===== src/include/decoder_settings.svh =====
`ifndef DECODER_SETTINGS_SVH
`define DECODER_SETTINGS_SVH

// opcode field, instr[6:2]
`define DEC_OPC_LOAD          5'b00000
`define DEC_OPC_MISC_MEM      5'b00011
`define DEC_OPC_OP_IMM        5'b00100
`define DEC_OPC_AUIPC         5'b00101
`define DEC_OPC_STORE         5'b01000
`define DEC_OPC_OP            5'b01100
`define DEC_OPC_LUI           5'b01101
`define DEC_OPC_BRANCH        5'b11000
`define DEC_OPC_JALR          5'b11001
`define DEC_OPC_JAL           5'b11011
`define DEC_OPC_SYSTEM        5'b11100

// ALU operation codes
`define DEC_ALU_ADD           5'b00000
`define DEC_ALU_SUB           5'b01000
`define DEC_ALU_XOR           5'b00100
`define DEC_ALU_OR            5'b00110
`define DEC_ALU_AND           5'b00111
`define DEC_ALU_SLL           5'b00001
`define DEC_ALU_SRL           5'b00101
`define DEC_ALU_SRA           5'b01101
`define DEC_ALU_SLTS          5'b00010
`define DEC_ALU_SLTU          5'b00011
`define DEC_ALU_EQ            5'b11000
`define DEC_ALU_NE            5'b11001
`define DEC_ALU_LTS           5'b11100
`define DEC_ALU_GES           5'b11101
`define DEC_ALU_LTU           5'b11110
`define DEC_ALU_GEU           5'b11111

// load/store sizes, same as funct3
`define DEC_LDST_B            3'b000
`define DEC_LDST_H            3'b001
`define DEC_LDST_W            3'b010
`define DEC_LDST_BU           3'b100
`define DEC_LDST_HU           3'b101

`define DEC_OP_A_RS1          2'b00
`define DEC_OP_A_CURR_PC      2'b01
`define DEC_OP_A_ZERO         2'b10

`define DEC_OP_B_RS2          3'b000
`define DEC_OP_B_IMM_I        3'b001
`define DEC_OP_B_IMM_U        3'b010
`define DEC_OP_B_IMM_S        3'b011
`define DEC_OP_B_INCR         3'b100

`define DEC_WB_EX_RESULT      1'b0
`define DEC_WB_LSU_DATA       1'b1

`define DEC_JUMP_NONE         2'b00
`define DEC_JUMP_RS1          2'b01
`define DEC_JUMP_MEPC         2'b10
`define DEC_JUMP_MTVEC        2'b11

`define DEC_CSR_OP_MRET_TRAP  3'b100   // bit 2 of csr op

`endif


===== src/decode_pkg.sv =====
package decode_pkg;

    typedef logic [31:0] instr_t;     // raw instruction word
    typedef logic [4:0]  opcode_t;    // instr[6:2]
    typedef logic [2:0]  funct3_t;
    typedef logic [6:0]  funct7_t;

    typedef logic [4:0]  alu_op_t;
    typedef logic [1:0]  op_a_sel_t;
    typedef logic [2:0]  op_b_sel_t;
    typedef logic [2:0]  mem_size_t;  // equals funct3 of the access

    // none, rs1, mepc, mtvec
    typedef logic [1:0]  jump_sel_t;

    // bit 2 is mret or trap entry, bits 1..0 are write/set/clear
    typedef logic [2:0]  csr_op_t;

endpackage


===== src/funct_decoder.sv =====
`timescale 1ns/1ps

`include "decoder_settings.svh"

module funct_decoder import decode_pkg::*; (
    input  instr_t    instr_i,
    output alu_op_t   alu_op_r_o,     // R-type
    output alu_op_t   alu_op_i_o,     // I-type arithmetic
    output alu_op_t   alu_op_br_o,    // branch compare
    output mem_size_t load_size_o,
    output mem_size_t store_size_o,
    output logic      r_legal_o,
    output logic      i_legal_o,
    output logic      br_legal_o,
    output logic      load_legal_o,
    output logic      store_legal_o
);

    funct3_t funct3;
    funct7_t funct7;
    logic    f7_zero;
    logic    f7_alt;                  // 0x20 selects SUB/SRA

    assign funct3  = instr_i[14:12];
    assign funct7  = instr_i[31:25];
    assign f7_zero = (funct7 == 7'h00);
    assign f7_alt  = (funct7 == 7'h20);

    always_comb begin
        alu_op_r_o  = `DEC_ALU_ADD;
        alu_op_i_o  = `DEC_ALU_ADD;
        alu_op_br_o = `DEC_ALU_EQ;
        br_legal_o  = 1'b1;
        case (funct3)
            3'h0: begin
                alu_op_r_o = f7_alt ? `DEC_ALU_SUB : `DEC_ALU_ADD;
            end
            3'h1: begin
                alu_op_r_o  = `DEC_ALU_SLL;
                alu_op_i_o  = `DEC_ALU_SLL;
                alu_op_br_o = `DEC_ALU_NE;
            end
            3'h2: begin
                alu_op_r_o = `DEC_ALU_SLTS;
                alu_op_i_o = `DEC_ALU_SLTS;
                br_legal_o = 1'b0;            // no branch here
            end
            3'h3: begin
                alu_op_r_o = `DEC_ALU_SLTU;
                alu_op_i_o = `DEC_ALU_SLTU;
                br_legal_o = 1'b0;
            end
            3'h4: begin
                alu_op_r_o  = `DEC_ALU_XOR;
                alu_op_i_o  = `DEC_ALU_XOR;
                alu_op_br_o = `DEC_ALU_LTS;
            end
            3'h5: begin
                alu_op_r_o  = f7_alt ? `DEC_ALU_SRA : `DEC_ALU_SRL;
                alu_op_i_o  = f7_alt ? `DEC_ALU_SRA : `DEC_ALU_SRL;
                alu_op_br_o = `DEC_ALU_GES;
            end
            3'h6: begin
                alu_op_r_o  = `DEC_ALU_OR;
                alu_op_i_o  = `DEC_ALU_OR;
                alu_op_br_o = `DEC_ALU_LTU;
            end
            default: begin
                alu_op_r_o  = `DEC_ALU_AND;
                alu_op_i_o  = `DEC_ALU_AND;
                alu_op_br_o = `DEC_ALU_GEU;
            end
        endcase
    end

    // alt funct7 only with ADD/SUB and SRL/SRA
    assign r_legal_o = f7_zero || (f7_alt && (funct3 == 3'h0 || funct3 == 3'h5));

    // only the shifts look at funct7
    assign i_legal_o = (funct3 == 3'h1) ? f7_zero :
                       (funct3 == 3'h5) ? (f7_zero || f7_alt) : 1'b1;

    assign load_legal_o  = (funct3 != 3'h3) && (funct3 != 3'h6) && (funct3 != 3'h7);
    assign store_legal_o = (funct3 <= 3'h2);

    // unused load encodings fall back to zero
    assign load_size_o  = load_legal_o ? funct3 : `DEC_LDST_B;
    assign store_size_o = funct3;

endmodule


===== src/main_decoder.sv =====
`timescale 1ns/1ps

`include "decoder_settings.svh"

module main_decoder import decode_pkg::*; (
    input  instr_t    instr_i,
    input  logic      irq_i,            // pending interrupt
    input  alu_op_t   alu_op_r_i,
    input  alu_op_t   alu_op_i_i,
    input  alu_op_t   alu_op_br_i,
    input  mem_size_t load_size_i,
    input  mem_size_t store_size_i,
    input  logic      r_legal_i,
    input  logic      i_legal_i,
    input  logic      br_legal_i,
    input  logic      load_legal_i,
    input  logic      store_legal_i,
    output alu_op_t   alu_op_o,
    output op_a_sel_t op_a_sel_o,
    output op_b_sel_t op_b_sel_o,
    output logic      mem_req_o,
    output logic      mem_we_o,         // 1 is store
    output mem_size_t mem_size_o,
    output logic      gpr_we_o,
    output logic      wb_src_sel_o,
    output logic      branch_o,
    output logic      jal_o,
    output jump_sel_t jump_sel_o,
    output csr_op_t   csr_op_o,
    output logic      csr_o,
    output logic      illegal_instr_o
);

    opcode_t opcode;
    funct3_t funct3;
    logic    illegal;

    assign opcode = instr_i[6:2];
    assign funct3 = instr_i[14:12];

    always_comb begin
        case (opcode)
            `DEC_OPC_OP:       illegal = !r_legal_i;
            `DEC_OPC_OP_IMM:   illegal = !i_legal_i;
            `DEC_OPC_BRANCH:   illegal = !br_legal_i;
            `DEC_OPC_LOAD:     illegal = !load_legal_i;
            `DEC_OPC_STORE:    illegal = !store_legal_i;
            `DEC_OPC_JALR:     illegal = (funct3 != 3'h0);
            `DEC_OPC_SYSTEM:   illegal = (funct3 > 3'h3);
            `DEC_OPC_LUI,
            `DEC_OPC_AUIPC,
            `DEC_OPC_JAL,
            `DEC_OPC_MISC_MEM: illegal = 1'b0;
            default:           illegal = 1'b1;    // unknown opcode
        endcase
        if (instr_i[1:0] != 2'b11)
            illegal = 1'b1;                       // compressed or junk
    end

    // irq wins over an illegal instruction
    assign illegal_instr_o = illegal && !irq_i;

    always_comb begin
        // all zero is also the nop for illegal and fence
        alu_op_o     = `DEC_ALU_ADD;
        op_a_sel_o   = `DEC_OP_A_RS1;
        op_b_sel_o   = `DEC_OP_B_RS2;
        mem_req_o    = 1'b0;
        mem_we_o     = 1'b0;
        mem_size_o   = `DEC_LDST_B;
        gpr_we_o     = 1'b0;
        wb_src_sel_o = `DEC_WB_EX_RESULT;
        branch_o     = 1'b0;
        jal_o        = 1'b0;
        jump_sel_o   = `DEC_JUMP_NONE;
        csr_op_o     = 3'b000;
        csr_o        = 1'b0;

        if (irq_i) begin
            // trap entry, rd gets pc+4 and pc goes to mtvec
            gpr_we_o   = 1'b1;
            op_a_sel_o = `DEC_OP_A_CURR_PC;
            op_b_sel_o = `DEC_OP_B_INCR;
            jump_sel_o = `DEC_JUMP_MTVEC;
            csr_op_o   = `DEC_CSR_OP_MRET_TRAP;
        end else if (!illegal) begin
            case (opcode)
                `DEC_OPC_OP: begin
                    gpr_we_o = 1'b1;
                    alu_op_o = alu_op_r_i;
                end
                `DEC_OPC_OP_IMM: begin
                    gpr_we_o   = 1'b1;
                    alu_op_o   = alu_op_i_i;
                    op_b_sel_o = `DEC_OP_B_IMM_I;
                end
                `DEC_OPC_LUI: begin
                    gpr_we_o   = 1'b1;
                    op_a_sel_o = `DEC_OP_A_ZERO;  // 0 + imm_u
                    op_b_sel_o = `DEC_OP_B_IMM_U;
                end
                `DEC_OPC_AUIPC: begin
                    gpr_we_o   = 1'b1;
                    op_a_sel_o = `DEC_OP_A_CURR_PC;
                    op_b_sel_o = `DEC_OP_B_IMM_U;
                end
                `DEC_OPC_LOAD: begin
                    gpr_we_o     = 1'b1;
                    mem_req_o    = 1'b1;
                    mem_size_o   = load_size_i;
                    op_b_sel_o   = `DEC_OP_B_IMM_I;
                    wb_src_sel_o = `DEC_WB_LSU_DATA;
                end
                `DEC_OPC_STORE: begin
                    mem_req_o  = 1'b1;
                    mem_we_o   = 1'b1;
                    mem_size_o = store_size_i;
                    op_b_sel_o = `DEC_OP_B_IMM_S; // split immediate
                end
                `DEC_OPC_BRANCH: begin
                    branch_o = 1'b1;
                    alu_op_o = alu_op_br_i;
                end
                `DEC_OPC_JAL: begin
                    gpr_we_o   = 1'b1;
                    jal_o      = 1'b1;
                    op_a_sel_o = `DEC_OP_A_CURR_PC;
                    op_b_sel_o = `DEC_OP_B_INCR;
                end
                `DEC_OPC_JALR: begin
                    gpr_we_o   = 1'b1;
                    jump_sel_o = `DEC_JUMP_RS1;
                    op_a_sel_o = `DEC_OP_A_CURR_PC;
                    op_b_sel_o = `DEC_OP_B_INCR;
                end
                `DEC_OPC_SYSTEM: begin
                    gpr_we_o = 1'b1;
                    if (funct3 == 3'h0) begin
                        // mret, return through mepc
                        op_a_sel_o = `DEC_OP_A_CURR_PC;
                        op_b_sel_o = `DEC_OP_B_INCR;
                        jump_sel_o = `DEC_JUMP_MEPC;
                        csr_op_o   = `DEC_CSR_OP_MRET_TRAP;
                    end else begin
                        // csr access goes out like a load
                        csr_o        = 1'b1;
                        mem_req_o    = 1'b1;
                        mem_size_o   = load_size_i;
                        op_b_sel_o   = `DEC_OP_B_IMM_I;
                        wb_src_sel_o = `DEC_WB_LSU_DATA;
                        case (funct3[1:0])
                            2'h1:    csr_op_o = 3'b001;   // csrrw
                            2'h2:    csr_op_o = 3'b011;   // csrrs
                            default: csr_op_o = 3'b010;   // csrrc
                        endcase
                    end
                end
                default: begin
                    // misc-mem stays a nop
                end
            endcase
        end
    end

endmodule


===== src/ctrl_output_reg.sv =====
`timescale 1ns/1ps

module ctrl_output_reg import decode_pkg::*; (
    input  logic      clk_i,
    input  logic      en_int_rst,
    input  logic      in_valid_i,
    output logic      in_ready_o,
    output logic      out_valid_o,
    input  logic      out_ready_i,
    input  alu_op_t   alu_op_i,
    input  op_a_sel_t op_a_sel_i,
    input  op_b_sel_t op_b_sel_i,
    input  logic      mem_req_i,
    input  logic      mem_we_i,
    input  mem_size_t mem_size_i,
    input  logic      gpr_we_i,
    input  logic      wb_src_sel_i,
    input  logic      branch_i,
    input  logic      jal_i,
    input  jump_sel_t jump_sel_i,
    input  csr_op_t   csr_op_i,
    input  logic      csr_i,
    input  logic      illegal_instr_i,
    output alu_op_t   alu_op_o,
    output op_a_sel_t op_a_sel_o,
    output op_b_sel_t op_b_sel_o,
    output logic      mem_req_o,
    output logic      mem_we_o,
    output mem_size_t mem_size_o,
    output logic      gpr_we_o,
    output logic      wb_src_sel_o,
    output logic      branch_o,
    output logic      jal_o,
    output jump_sel_t jump_sel_o,
    output csr_op_t   csr_op_o,
    output logic      csr_o,
    output logic      illegal_instr_o
);

    logic load;

    // free slot, or the held word leaves this edge
    assign in_ready_o = !out_valid_o || out_ready_i;
    assign load       = in_valid_i && in_ready_o;

    always_ff @(posedge clk_i) begin
        if (en_int_rst) begin
            out_valid_o     <= 1'b0;
            alu_op_o        <= '0;
            op_a_sel_o      <= '0;
            op_b_sel_o      <= '0;
            mem_req_o       <= 1'b0;
            mem_we_o        <= 1'b0;
            mem_size_o      <= '0;
            gpr_we_o        <= 1'b0;
            wb_src_sel_o    <= 1'b0;
            branch_o        <= 1'b0;
            jal_o           <= 1'b0;
            jump_sel_o      <= '0;
            csr_op_o        <= '0;
            csr_o           <= 1'b0;
            illegal_instr_o <= 1'b0;
        end else if (load) begin
            out_valid_o     <= 1'b1;
            alu_op_o        <= alu_op_i;
            op_a_sel_o      <= op_a_sel_i;
            op_b_sel_o      <= op_b_sel_i;
            mem_req_o       <= mem_req_i;
            mem_we_o        <= mem_we_i;
            mem_size_o      <= mem_size_i;
            gpr_we_o        <= gpr_we_i;
            wb_src_sel_o    <= wb_src_sel_i;
            branch_o        <= branch_i;
            jal_o           <= jal_i;
            jump_sel_o      <= jump_sel_i;
            csr_op_o        <= csr_op_i;
            csr_o           <= csr_i;
            illegal_instr_o <= illegal_instr_i;
        end else if (out_ready_i) begin
            out_valid_o <= 1'b0;                  // drained, fields kept
        end
    end

endmodule


===== src/decode_stage.sv =====
`timescale 1ns/1ps

module decode_stage import decode_pkg::*; (
    input  logic      clk_i,
    input  logic      en_int_rst,
    input  logic      instr_valid_i,
    output logic      instr_ready_o,
    input  instr_t    instr_i,
    input  logic      irq_i,
    output logic      ctrl_valid_o,
    input  logic      ctrl_ready_i,
    output alu_op_t   alu_op_o,
    output op_a_sel_t op_a_sel_o,
    output op_b_sel_t op_b_sel_o,
    output logic      mem_req_o,
    output logic      mem_we_o,
    output mem_size_t mem_size_o,
    output logic      gpr_we_o,
    output logic      wb_src_sel_o,
    output logic      branch_o,
    output logic      jal_o,
    output jump_sel_t jump_sel_o,
    output csr_op_t   csr_op_o,
    output logic      csr_o,
    output logic      illegal_instr_o
);

    alu_op_t   alu_op_r;
    alu_op_t   alu_op_i;
    alu_op_t   alu_op_br;
    mem_size_t load_size;
    mem_size_t store_size;
    logic      r_legal;
    logic      i_legal;
    logic      br_legal;
    logic      load_legal;
    logic      store_legal;

    // unregistered control word
    alu_op_t   dec_alu_op;
    op_a_sel_t dec_op_a_sel;
    op_b_sel_t dec_op_b_sel;
    logic      dec_mem_req;
    logic      dec_mem_we;
    mem_size_t dec_mem_size;
    logic      dec_gpr_we;
    logic      dec_wb_src_sel;
    logic      dec_branch;
    logic      dec_jal;
    jump_sel_t dec_jump_sel;
    csr_op_t   dec_csr_op;
    logic      dec_csr;
    logic      dec_illegal;

    funct_decoder u_funct_decoder (
        .instr_i       (instr_i),
        .alu_op_r_o    (alu_op_r),
        .alu_op_i_o    (alu_op_i),
        .alu_op_br_o   (alu_op_br),
        .load_size_o   (load_size),
        .store_size_o  (store_size),
        .r_legal_o     (r_legal),
        .i_legal_o     (i_legal),
        .br_legal_o    (br_legal),
        .load_legal_o  (load_legal),
        .store_legal_o (store_legal)
    );

    main_decoder u_main_decoder (
        .instr_i         (instr_i),
        .irq_i           (irq_i),
        .alu_op_r_i      (alu_op_r),
        .alu_op_i_i      (alu_op_i),
        .alu_op_br_i     (alu_op_br),
        .load_size_i     (load_size),
        .store_size_i    (store_size),
        .r_legal_i       (r_legal),
        .i_legal_i       (i_legal),
        .br_legal_i      (br_legal),
        .load_legal_i    (load_legal),
        .store_legal_i   (store_legal),
        .alu_op_o        (dec_alu_op),
        .op_a_sel_o      (dec_op_a_sel),
        .op_b_sel_o      (dec_op_b_sel),
        .mem_req_o       (dec_mem_req),
        .mem_we_o        (dec_mem_we),
        .mem_size_o      (dec_mem_size),
        .gpr_we_o        (dec_gpr_we),
        .wb_src_sel_o    (dec_wb_src_sel),
        .branch_o        (dec_branch),
        .jal_o           (dec_jal),
        .jump_sel_o      (dec_jump_sel),
        .csr_op_o        (dec_csr_op),
        .csr_o           (dec_csr),
        .illegal_instr_o (dec_illegal)
    );

    ctrl_output_reg u_ctrl_output_reg (
        .clk_i           (clk_i),
        .en_int_rst      (en_int_rst),
        .in_valid_i      (instr_valid_i),
        .in_ready_o      (instr_ready_o),
        .out_valid_o     (ctrl_valid_o),
        .out_ready_i     (ctrl_ready_i),
        .alu_op_i        (dec_alu_op),
        .op_a_sel_i      (dec_op_a_sel),
        .op_b_sel_i      (dec_op_b_sel),
        .mem_req_i       (dec_mem_req),
        .mem_we_i        (dec_mem_we),
        .mem_size_i      (dec_mem_size),
        .gpr_we_i        (dec_gpr_we),
        .wb_src_sel_i    (dec_wb_src_sel),
        .branch_i        (dec_branch),
        .jal_i           (dec_jal),
        .jump_sel_i      (dec_jump_sel),
        .csr_op_i        (dec_csr_op),
        .csr_i           (dec_csr),
        .illegal_instr_i (dec_illegal),
        .alu_op_o        (alu_op_o),
        .op_a_sel_o      (op_a_sel_o),
        .op_b_sel_o      (op_b_sel_o),
        .mem_req_o       (mem_req_o),
        .mem_we_o        (mem_we_o),
        .mem_size_o      (mem_size_o),
        .gpr_we_o        (gpr_we_o),
        .wb_src_sel_o    (wb_src_sel_o),
        .branch_o        (branch_o),
        .jal_o           (jal_o),
        .jump_sel_o      (jump_sel_o),
        .csr_op_o        (csr_op_o),
        .csr_o           (csr_o),
        .illegal_instr_o (illegal_instr_o)
    );

endmodule


===== config.mk =====
export PLATFORM = sky130hd
export DESIGN_NAME = decode_stage
export DESIGN_NICKNAME = d
export VERILOG_FILES = /design/src/decode_pkg.sv /design/src/funct_decoder.sv /design/src/main_decoder.sv /design/src/ctrl_output_reg.sv /design/src/decode_stage.sv
export VERILOG_INCLUDE_DIRS = /design/src /design/src/include
export SDC_FILE = /design/constraint.sdc
export NUM_CORES = 1
export LEC_CHECK = 0
export ABC_AREA = 1
export BUFFER_PORTS_ARGS = -buffer_cell sky130_fd_sc_hd__buf_2
export CORE_ASPECT_RATIO = 2
export CORE_MARGIN = 2
export CORE_UTILIZATION = 50
export CTS_CLUSTER_DIAMETER = 80
export DETAILED_ROUTE_END_ITERATION = 10
export PLACE_DENSITY = 0.85
export SETUP_SLACK_MARGIN = 0.5
export SLEW_MARGIN = 20
export SYNTH_ARGS = -nofsm -noshare
export SYNTH_HDL_FRONTEND = slang
export SYNTH_SLANG_ARGS = --single-unit

===== constraint.sdc =====
create_clock -name clk_i -period 5 [get_ports clk_i]
set_input_delay 1.5 -clock clk_i [delete_from_list [all_inputs] [get_ports clk_i]]
set_output_delay 1.5 -clock clk_i [all_outputs]
set_load 0.01 [all_outputs]

# Word level (Yosys, flattened, before mapping)

Index checks and enable logic that the tools add are counted.
W data, S select, Z words.

Logic and storage cells: 127
Flip-flop bits (word level): 27
Input bits: 37
Output and inout bits: 28

Reductions and logical operators: 29
Multiplexer cells: 58
$lt $le $gt $ge: 2
Equality and inequality tests: 23

Operators by type and width:

| kind                 | count |
|---|---|
| $pmux W5 S7          | 2 |
| $mux W3              | 11 |
| $pmux W3 S5          | 2 |
| $mux W1              | 26 |
| $eq A5 B5 Y1 const B | 4 |
| $eq A5 B4 Y1 const B | 3 |
| $pmux W5 S3          | 1 |
| $eq A5 B3 Y1 const B | 2 |
| $mux W2              | 5 |
| $mux W5              | 2 |
| $reduce_or A2 Y1     | 5 |
| $eq A3 B3 Y1 const B | 3 |
| $pmux W3 S3          | 1 |
| $mux W4              | 2 |
| $pmux W1 S8          | 1 |
| $pmux W2 S2          | 2 |
| $reduce_or A8 Y1     | 1 |
| $eq A7 B6 Y1 const B | 1 |
| $logic_not A7 Y1     | 1 |
| $eq A3 B2 Y1 const B | 2 |
| $logic_not A1 Y1     | 6 |
| $ne A3 B3 Y1 const B | 2 |
| $pmux W2 S3          | 1 |
| $reduce_or A3 Y1     | 2 |
| 16 further kinds     | 24 |

# Logic depth before layout (Yosys ltp)

Gate-level depths: netlist of run 1.

Depth after elaboration: 9
Gate-level depth with buffers: 13
Gate-level depth less buffers: 12

# Hierarchy

A second synthesis of run 1 with hierarchy kept.

Cells, all modules: 386
Area total of the unflattened synthesis: 2386.0 sq um

By module, submodules not included:

| module          | seq. area each (sq um) | times used | area an instance (sq um) | cells an instance |
|---|---|---|---|---|
| ctrl_output_reg | 540.5                  | 1          | 1257.5                   | 175 |
| main_decoder    | 0.0                    | 1          | 882.1                    | 161 |
| funct_decoder   | 0.0                    | 1          | 246.5                    | 50 |

# Least setup slack after synthesis of run 1

Ideal clock, no wire load.

Path type: input -> output
Start point: input ctrl_ready_i
End point: output instr_ready_o
Slack: 1866 ps
Data required time: 3500 ps
Path buffers: 0
Stages: 2
Arrival: 1634 ps
Cell sequence: inv_1 -> nand2_1

Cells in the longest elaborated chain, start to end: 1

RTL lines:

| what               | line                  | text |
|---|---|---|
| start: declaration | decode_stage.sv:11    | `input logic ctrl_ready_i,` |
| $logic_or A1 B1 Y1 | ctrl_output_reg.sv:43 | `assign in_ready_o = !out_valid_o \|\| out_ready_i;` |
| end: declaration   | decode_stage.sv:7     | `output logic instr_ready_o,` |

Every way passes these cells.

# Worst setup path in the final report of run 1

Ends and elaborated chain as after synthesis.

==> key figures, run 1 <==
Logic synthesis
  – Syn Area/Cell: 6.31 µm²
  – Yosys warns: 0
  – Yosys cell types: 33
  – Seq/Total Area, Yosys: 31.9%
  – Synthesized flop and latch total: 26
  – Mapped Cells: 259
  – Syn nets: 301
  – Syn Std Cell Area: 0.00163 mm²

Timing
  – Hold_ws: 460 ps
  – Worst Max-Slew Pin Slew: 541 ps
  – Final hold violation count: 0
  – Crit path time final: 3340 ps
  – F_max: 0.299 GHz
  – Period utilization: 66.9%
  – Final setup viols: 0
  – RSZ-0062 raised after global routing: no
  – Max Slew Vio Count: 0
  – Slew HR: 63.9%
  – TNS Setup: 0 ps
  – Worst Skew: 7.39 ps
  – Final setup margin: 1660 ps

Place
  – DP HPWL: 3140 µm
  – PortBufs: 49
  – Dpl cells: 332
  – Pre-CTS WS: 1480 ps
  – Global placer's final weighted congestion: 0.937

Worst setup path
  – R2r setup slk: 3090 ps
  – Critical setup path kind: input pin to output pin
  – Worst EP required: 3500 ps
  – CP Launch Type: input pin
  – CP endpoint kind: output pin
  – Critical Path Fanout Max: 3
  – CP Data Arrival Time: 1840 ps

Run status
  – Status: complete, no violations

Finish
  – Layout cells sized above 1: 24.0%
  – Fill count: 319
  – Layout Cells excl Fill: 335
  – Area Growth Syn to Fin: 17.1%
  – Final core occ: 60.6%
  – # diodes: 0
  – Multi-input combinational cell area: 936 µm²
  – Final net count: 348
  – FF+latch area: 520 µm²

Run
  – Max cap viols: 0

Route
  – ANT nets after route: 0
  – DRT Pass-1 Iters: 4
  – Drt wl/cell: 11.5 µm
  – Vias: 1782
  – # DRC: 0
  – Vias/cell: 5.32
  – Final wirelength: 3850 µm
  – Iter 0 DRT Violations: 48

Floorplanning
  – Total core area: 0.00316 mm²
  – Total die area: 0.00377 mm²
  – Initial Util: 51.8%
  – Die W: 44.4 µm
  – Num rows: 29
  – Top Ports: 65
  – Die Span Y: 84.8 µm

Min path
  – Min-delay worst type: register to register

CTS
  – Clk Latency, worst-skew pair: 260 ps
  – Num CTS Buffers: 3
  – CTS tree: done
  – Clk sink count: 26
  – H-tree Lvls: 1
  – Post-CTS sizing: 0
  – Root buf cell: clkbuf_8
  – Post-CTS Setup Inserts: 0
  – Hold Buf Count CTS: 0
  – CTS max path bufs: 2
  – Clock slew at reported path FFs: 70 ps

Pwr
  – VDD IR max: 0.0984 mV
  – Pleak: 0.954 nW
  – Total power divided by cell area: 207 mW/mm²

Global route
  – First-pass GRT wire length: 6600 µm
  – Largest net degree at the start of global routing: 25
  – Global Route Usage Sum: 22.5%
  – Antenna violations before repair: 0
  – Vias in the first global route: 1620
  – Global route overflow: 0
==> cells in the mapped netlist <==
cell,instances,area (µm²)
a21oi_1,26,130
a31oi_1,1,6.26
a32o_1,1,10.0
and2_1,1,6.26
and3_1,1,6.26
buf_2,1,5.00
buf_4,2,15.0
buf_6,1,11.3
buf_8,1,15.0
clkbuf_1,4,15.0
dfxtp_1,26,521
ha_1,5,62.6
inv_1,24,90.1
inv_2,7,26.3
nand2_1,70,263
nand2_2,5,31.3
nand3_1,27,135
nand3_2,1,10.0
nand4_1,1,6.26
nor2_1,28,105
nor2_2,2,12.5
nor2_4,1,11.3
nor3_1,2,10.0
nor3b_2,1,12.5
nor4_1,2,12.5
o211ai_1,1,7.51
o21ai_0,9,45.0
o21ai_1,1,5.00
o221ai_1,1,8.76
o22ai_1,2,12.5
o31ai_1,1,7.51
or2_1,1,6.26
or2_2,2,12.5
==> through the flow <==
step                cell area [µm²]  total power [W]
floorplan                      1630         0.000266
global placement               1870         0.000290
detailed placement             1870         0.000291
CTS                            1910         0.000398
global route                   1910         0.000414
finish                         1910         0.000396
==> where the power goes <==
group / internal (W) / switching [W]
Sequential: 0.000212 / 0.00000184
Clock: 0.0000537 / 0.0000555
Combinational: 0.0000250 / 0.0000482
==> cells in the final DEF, fill, tap and decap left out, drive strengths merged <==
cell,n
a21oi,26
a31oi,1
a32o,1
and2,1
and3,1
buf,51
clkbuf,3
dfxtp,26
ha,5
inv,31
nand2,75
nand3,28
nand4,1
nor2,31
nor3,2
nor3b,1
nor4,2
o211ai,1
o21ai,10
o221ai,1
o22ai,2
o31ai,1
or2,3
==> worst paths after layout <==
| path | start | endpoint | cells past startpoint |
|---|---|---|---|
| worst max register to register | u_ctrl_output_reg.out_valid_o | u_ctrl_output_reg.mem_size_o[1] | 11 |
| worst min-delay path | u_ctrl_output_reg.csr_op_o[2] | u_ctrl_output_reg.csr_op_o[2] | 2 |
| worst min register to register | u_ctrl_output_reg.csr_op_o[2] | u_ctrl_output_reg.csr_op_o[2] | 2 |
| worst max-delay path | ctrl_ready_i | instr_ready_o | 4 |
==> area by class of cell <==
cell class | instances | share of cell area (%)
clock buffer | 3 | 2.16
inverter | 31 | 6.08
multi-input combinational | 193 | 48.9
tap | 31 | 2.03
timing repair buffer | 51 | 13.6
sequential | 26 | 27.2
==> metal layers <==
layer	share of wire, %	GRT usage [%]	vias up
met4	3.1	14.6	0
met1	40	25.3	789
li1	-	-	923
met5	0	0	-
met2	52	38.8	60
met3	4.4	1.06	10
==> state kept, by name (all words and copies together) (netlist names), 2 cells and up <==
signal,count
u_ctrl_output_reg.jump_sel_o,2
u_ctrl_output_reg.op_b_sel_o,3
u_ctrl_output_reg.csr_op_o,3
u_ctrl_output_reg.alu_op_o,4
u_ctrl_output_reg.mem_size_o,3
u_ctrl_output_reg.op_a_sel_o,2
==> cell families (layout without fill, tap and decap cells) <==
family | after synthesis | in the layout | share of synthesized area, %
compound gates | 43 | 43 | 14.2
flops | 26 | 26 | 31.9
buf+inv | 40 | 85 | 10.9
fa+ha+maj | 5 | 5 | 3.83
simple gates | 145 | 145 | 39.2
==> worst max-delay path: stages <==
cell,delay (ps)
buf_2,90
inv_1,40
nand2_1,70
buf_2,140
Power figures use the tool's default switching activity.
==> inputs of run 2 (changes only) <==
Settings changed: CORE_UTILIZATION 50 to 44, PLACE_DENSITY 0.85 to 0.79.
Clock period 5 ns to 2.8 ns, I/O delays scaled along.
==> key figures, run 2 (synthesis gave the netlist of run 1 again) <==
Timing
  – Slew HR: 73.5% (+9.5 points)
  – Worst Skew: 2.01 ps (-5.38 ps)
  – Crit path time final: 2190 ps
  – Final hold violation count: 0 (unchanged)
  – F_max: 0.456 GHz
  – TNS Setup: 0 ps (unchanged)
  – Final setup viols: 0 (unchanged)
  – Period utilization: 78.2%
  – Worst Max-Slew Pin Slew: 398 ps (-143 ps)
  – RSZ-0062 raised after global routing: no
  – Max Slew Vio Count: 0 (unchanged)

Pwr
  – Switching Share: 27.5% (+0.87 points)
  – Share of total power in sequential cells: 52.3% (-1.6 points)
  – Clock power share: 27.4% (-0.2 points)
  – Combinational fraction of design power: 20.3% (+1.8 points)
  – P_sw: 0.000201 W (+90%)
  – Pleak: 0.984 nW (+3.1%)
  – VDD IR max: 0.153 mV (+56%)
  – P_int: 0.000528 W (+82%)
  – Overall Power: 0.000729 W (+84%)
  – Total power divided by cell area: 355 mW/mm² (+72%)

Finish
  – Top reg by flops: u_ctrl_output_reg.alu_op_o
  – Commonest non-fill, non-tap cells in the layout: nand2_1, buf_2, nor2_1, nand3_1, dfxtp_1
  – Final net count: 355 (+2.0%)
  – Final core occ: 56.9% (-3.7 points)
  – Layout cells sized above 1: 29.3% (+5.2 points)
  – Layout Cells excl Fill: 360 (+7.5%)
  – Most common cell after layout, fill and taps aside: nand2_1
  – # diodes: 0 (unchanged)
  – Largest register FFs: 4 (unchanged)
  – Area Growth Syn to Fin: 25.6%
  – Fill count: 378 (+18%)

Place
  – Dpl cells: 351 (+5.7%)
  – Global placer's final weighted congestion: 0.920 (-1.8%)
  – DP HPWL: 3300 µm (+5.0%)
  – PortBufs: 49 (unchanged)

CTS
  – CTS max path bufs: 2 (unchanged)
  – CTS tree: done
  – Clk sink count: 26 (unchanged)
  – H-tree Lvls: 1 (unchanged)
  – Hold Buf Count CTS: 0 (unchanged)
  – Num CTS Buffers: 3 (unchanged)
  – Clk Latency, worst-skew pair: 260 ps (about the same)
  – Root buf cell: clkbuf_8
  – Clock slew at reported path FFs: 80 ps (about the same)

Global route
  – Global Route Usage Sum: 20.8% (-1.7 points)
  – Global route overflow: 0 (unchanged)
  – Vias in the first global route: 1661 (+2.5%)
  – Largest net degree at the start of global routing: 24 (-4.0%)
  – First-pass GRT wire length: 6820 µm (+3.2%)
  – Antenna violations before repair: 0 (unchanged)

Route
  – Vias: 1847 (+3.6%)
  – ANT nets after route: 0 (unchanged)
  – Vias/cell: 5.13 (-3.6%)
  – Drt wl/cell: 11.9 µm (+3.3%)
  – Final wirelength: 4280 µm (+11%)
  – Iter 0 DRT Violations: 75 (+56%)
  – DRT Pass-1 Iters: 4 (unchanged)
  – # DRC: 0 (unchanged)

Worst setup path
  – CP endpoint kind: register
  – CP Launch Type: input pin
  – Critical setup path kind: input pin to register
  – Crit-path max cell delay: 210 ps (+70 ps)
  – CP Data Arrival Time: 2330 ps (+490 ps)
  – Worst EP required: 2940 ps (-560 ps)
  – Delay-heaviest family, CP: simple AND/OR/NAND/NOR gates
  – CP dominant cell by count: nand2_1
  – Critical-path top delay cell: or2_1
  – Crit path cell chain: buf_4, clkinvlp_4, ha_4, inv_4, or2_1, nor2_1, nand2_1, nand2_1, nand2_4, and3_4, buf_4, nand2_1, a21oi_1
  – Buf/Inv on CP: 4 (+1)
  – Critical Path Fanout Max: 8 (+5)

Floorplanning
  – Total core area: 0.00361 mm² (+14%)
  – Total die area: 0.00425 mm² (+13%)
  – Die Span Y: 90.2 µm (+6.3%)
  – Die W: 47.1 µm (+6.0%)
  – Num rows: 31 (+6.9%)
  – Initial Util: 45.3% (-6.5 points)
  – Top Ports: 65 (unchanged)

Run status
  – Status: complete, no violations

Min path
  – Min-delay worst type: register to register

Run
  – Max cap viols: 0 (unchanged)
-- run 2: cell types whose count changed in the layout (fill, tap and decap cells not counted), sizes merged --
| cell | change |
|---|---|
| clkinvlp | +1 |
| inv | -1 |
| buf | +7 |
-- run 2: stage by stage --
stage          hold WS, ps  setup slack (ps)  cell area [µm²]
3_3_place_gp           449               256             1910
5_1_grt                483               500             2050
2_1_floorplan          484               510             1640
3_5_place_dp           452               212             1910
6_report               463               609             2050
4_1_cts                464               535             1960
-- run 2: cell type report --
class | instances | area (µm²) | share of cell area [%]
timing repair buffer | 58 | 317 | 15.4
clock buffer | 3 | 41.3 | 2.01
inverter | 31 | 123 | 5.98
multi-input combinational | 193 | 990 | 48.2
tap | 49 | 61.3 | 2.99
sequential | 26 | 520 | 25.4
-- run 2: power groups by stage --
stage,clock network [W],logic [W],registers [W]
6_report,0.000200,0.000148,0.000381
5_1_grt,0.000220,0.000165,0.000382
4_1_cts,0.000203,0.000134,0.000381
3_5_place_dp,0,0.000132,0.000390
3_3_place_gp,0,0.000130,0.000390
2_1_floorplan,0,0.0000813,0.000394
-- run 2: worst paths after layout --
check,start,end,slack [ps],depth (start not counted)
hold reg to reg,u_ctrl_output_reg.wb_src_sel_o,u_ctrl_output_reg.wb_src_sel_o,460,2
setup / recovery,instr_i[13],u_ctrl_output_reg.jal_o,610,13
setup reg to reg,u_ctrl_output_reg.out_valid_o,u_ctrl_output_reg.mem_size_o[0],1130,9
hold / removal,u_ctrl_output_reg.wb_src_sel_o,u_ctrl_output_reg.wb_src_sel_o,460,2
-- run 2: repair_timing --
item                                    4_1_cts  5_1_grt
cloned                                        0        2
resized for setup                             0       18
endpoints found under the hold margin         0        0
pin swaps                                     0        4
buffers inserted                              1        3
endpoints found under the setup margin        4       20
-- run 2: worst reg2reg max path, delay by kind of cell (launching register included) --
family | cells | cell delay [ps]
AO/OA/AOI/OAI | 3 | 450
flip-flops | 1 | 310
AND/OR/NAND/NOR | 5 | 690
buffers and inverters | 1 | 180
-- run 2: routing by layer --
metal	vias to the layer above	track usage [%]	part of all wire, %	wire length, µm
met5	-	0	0	0
met4	0	9.95	4.9	209
met3	17	0.602	3.7	158
met2	65	38.2	54	2320
met1	823	21.7	37	1590
li1	942	-	-	-
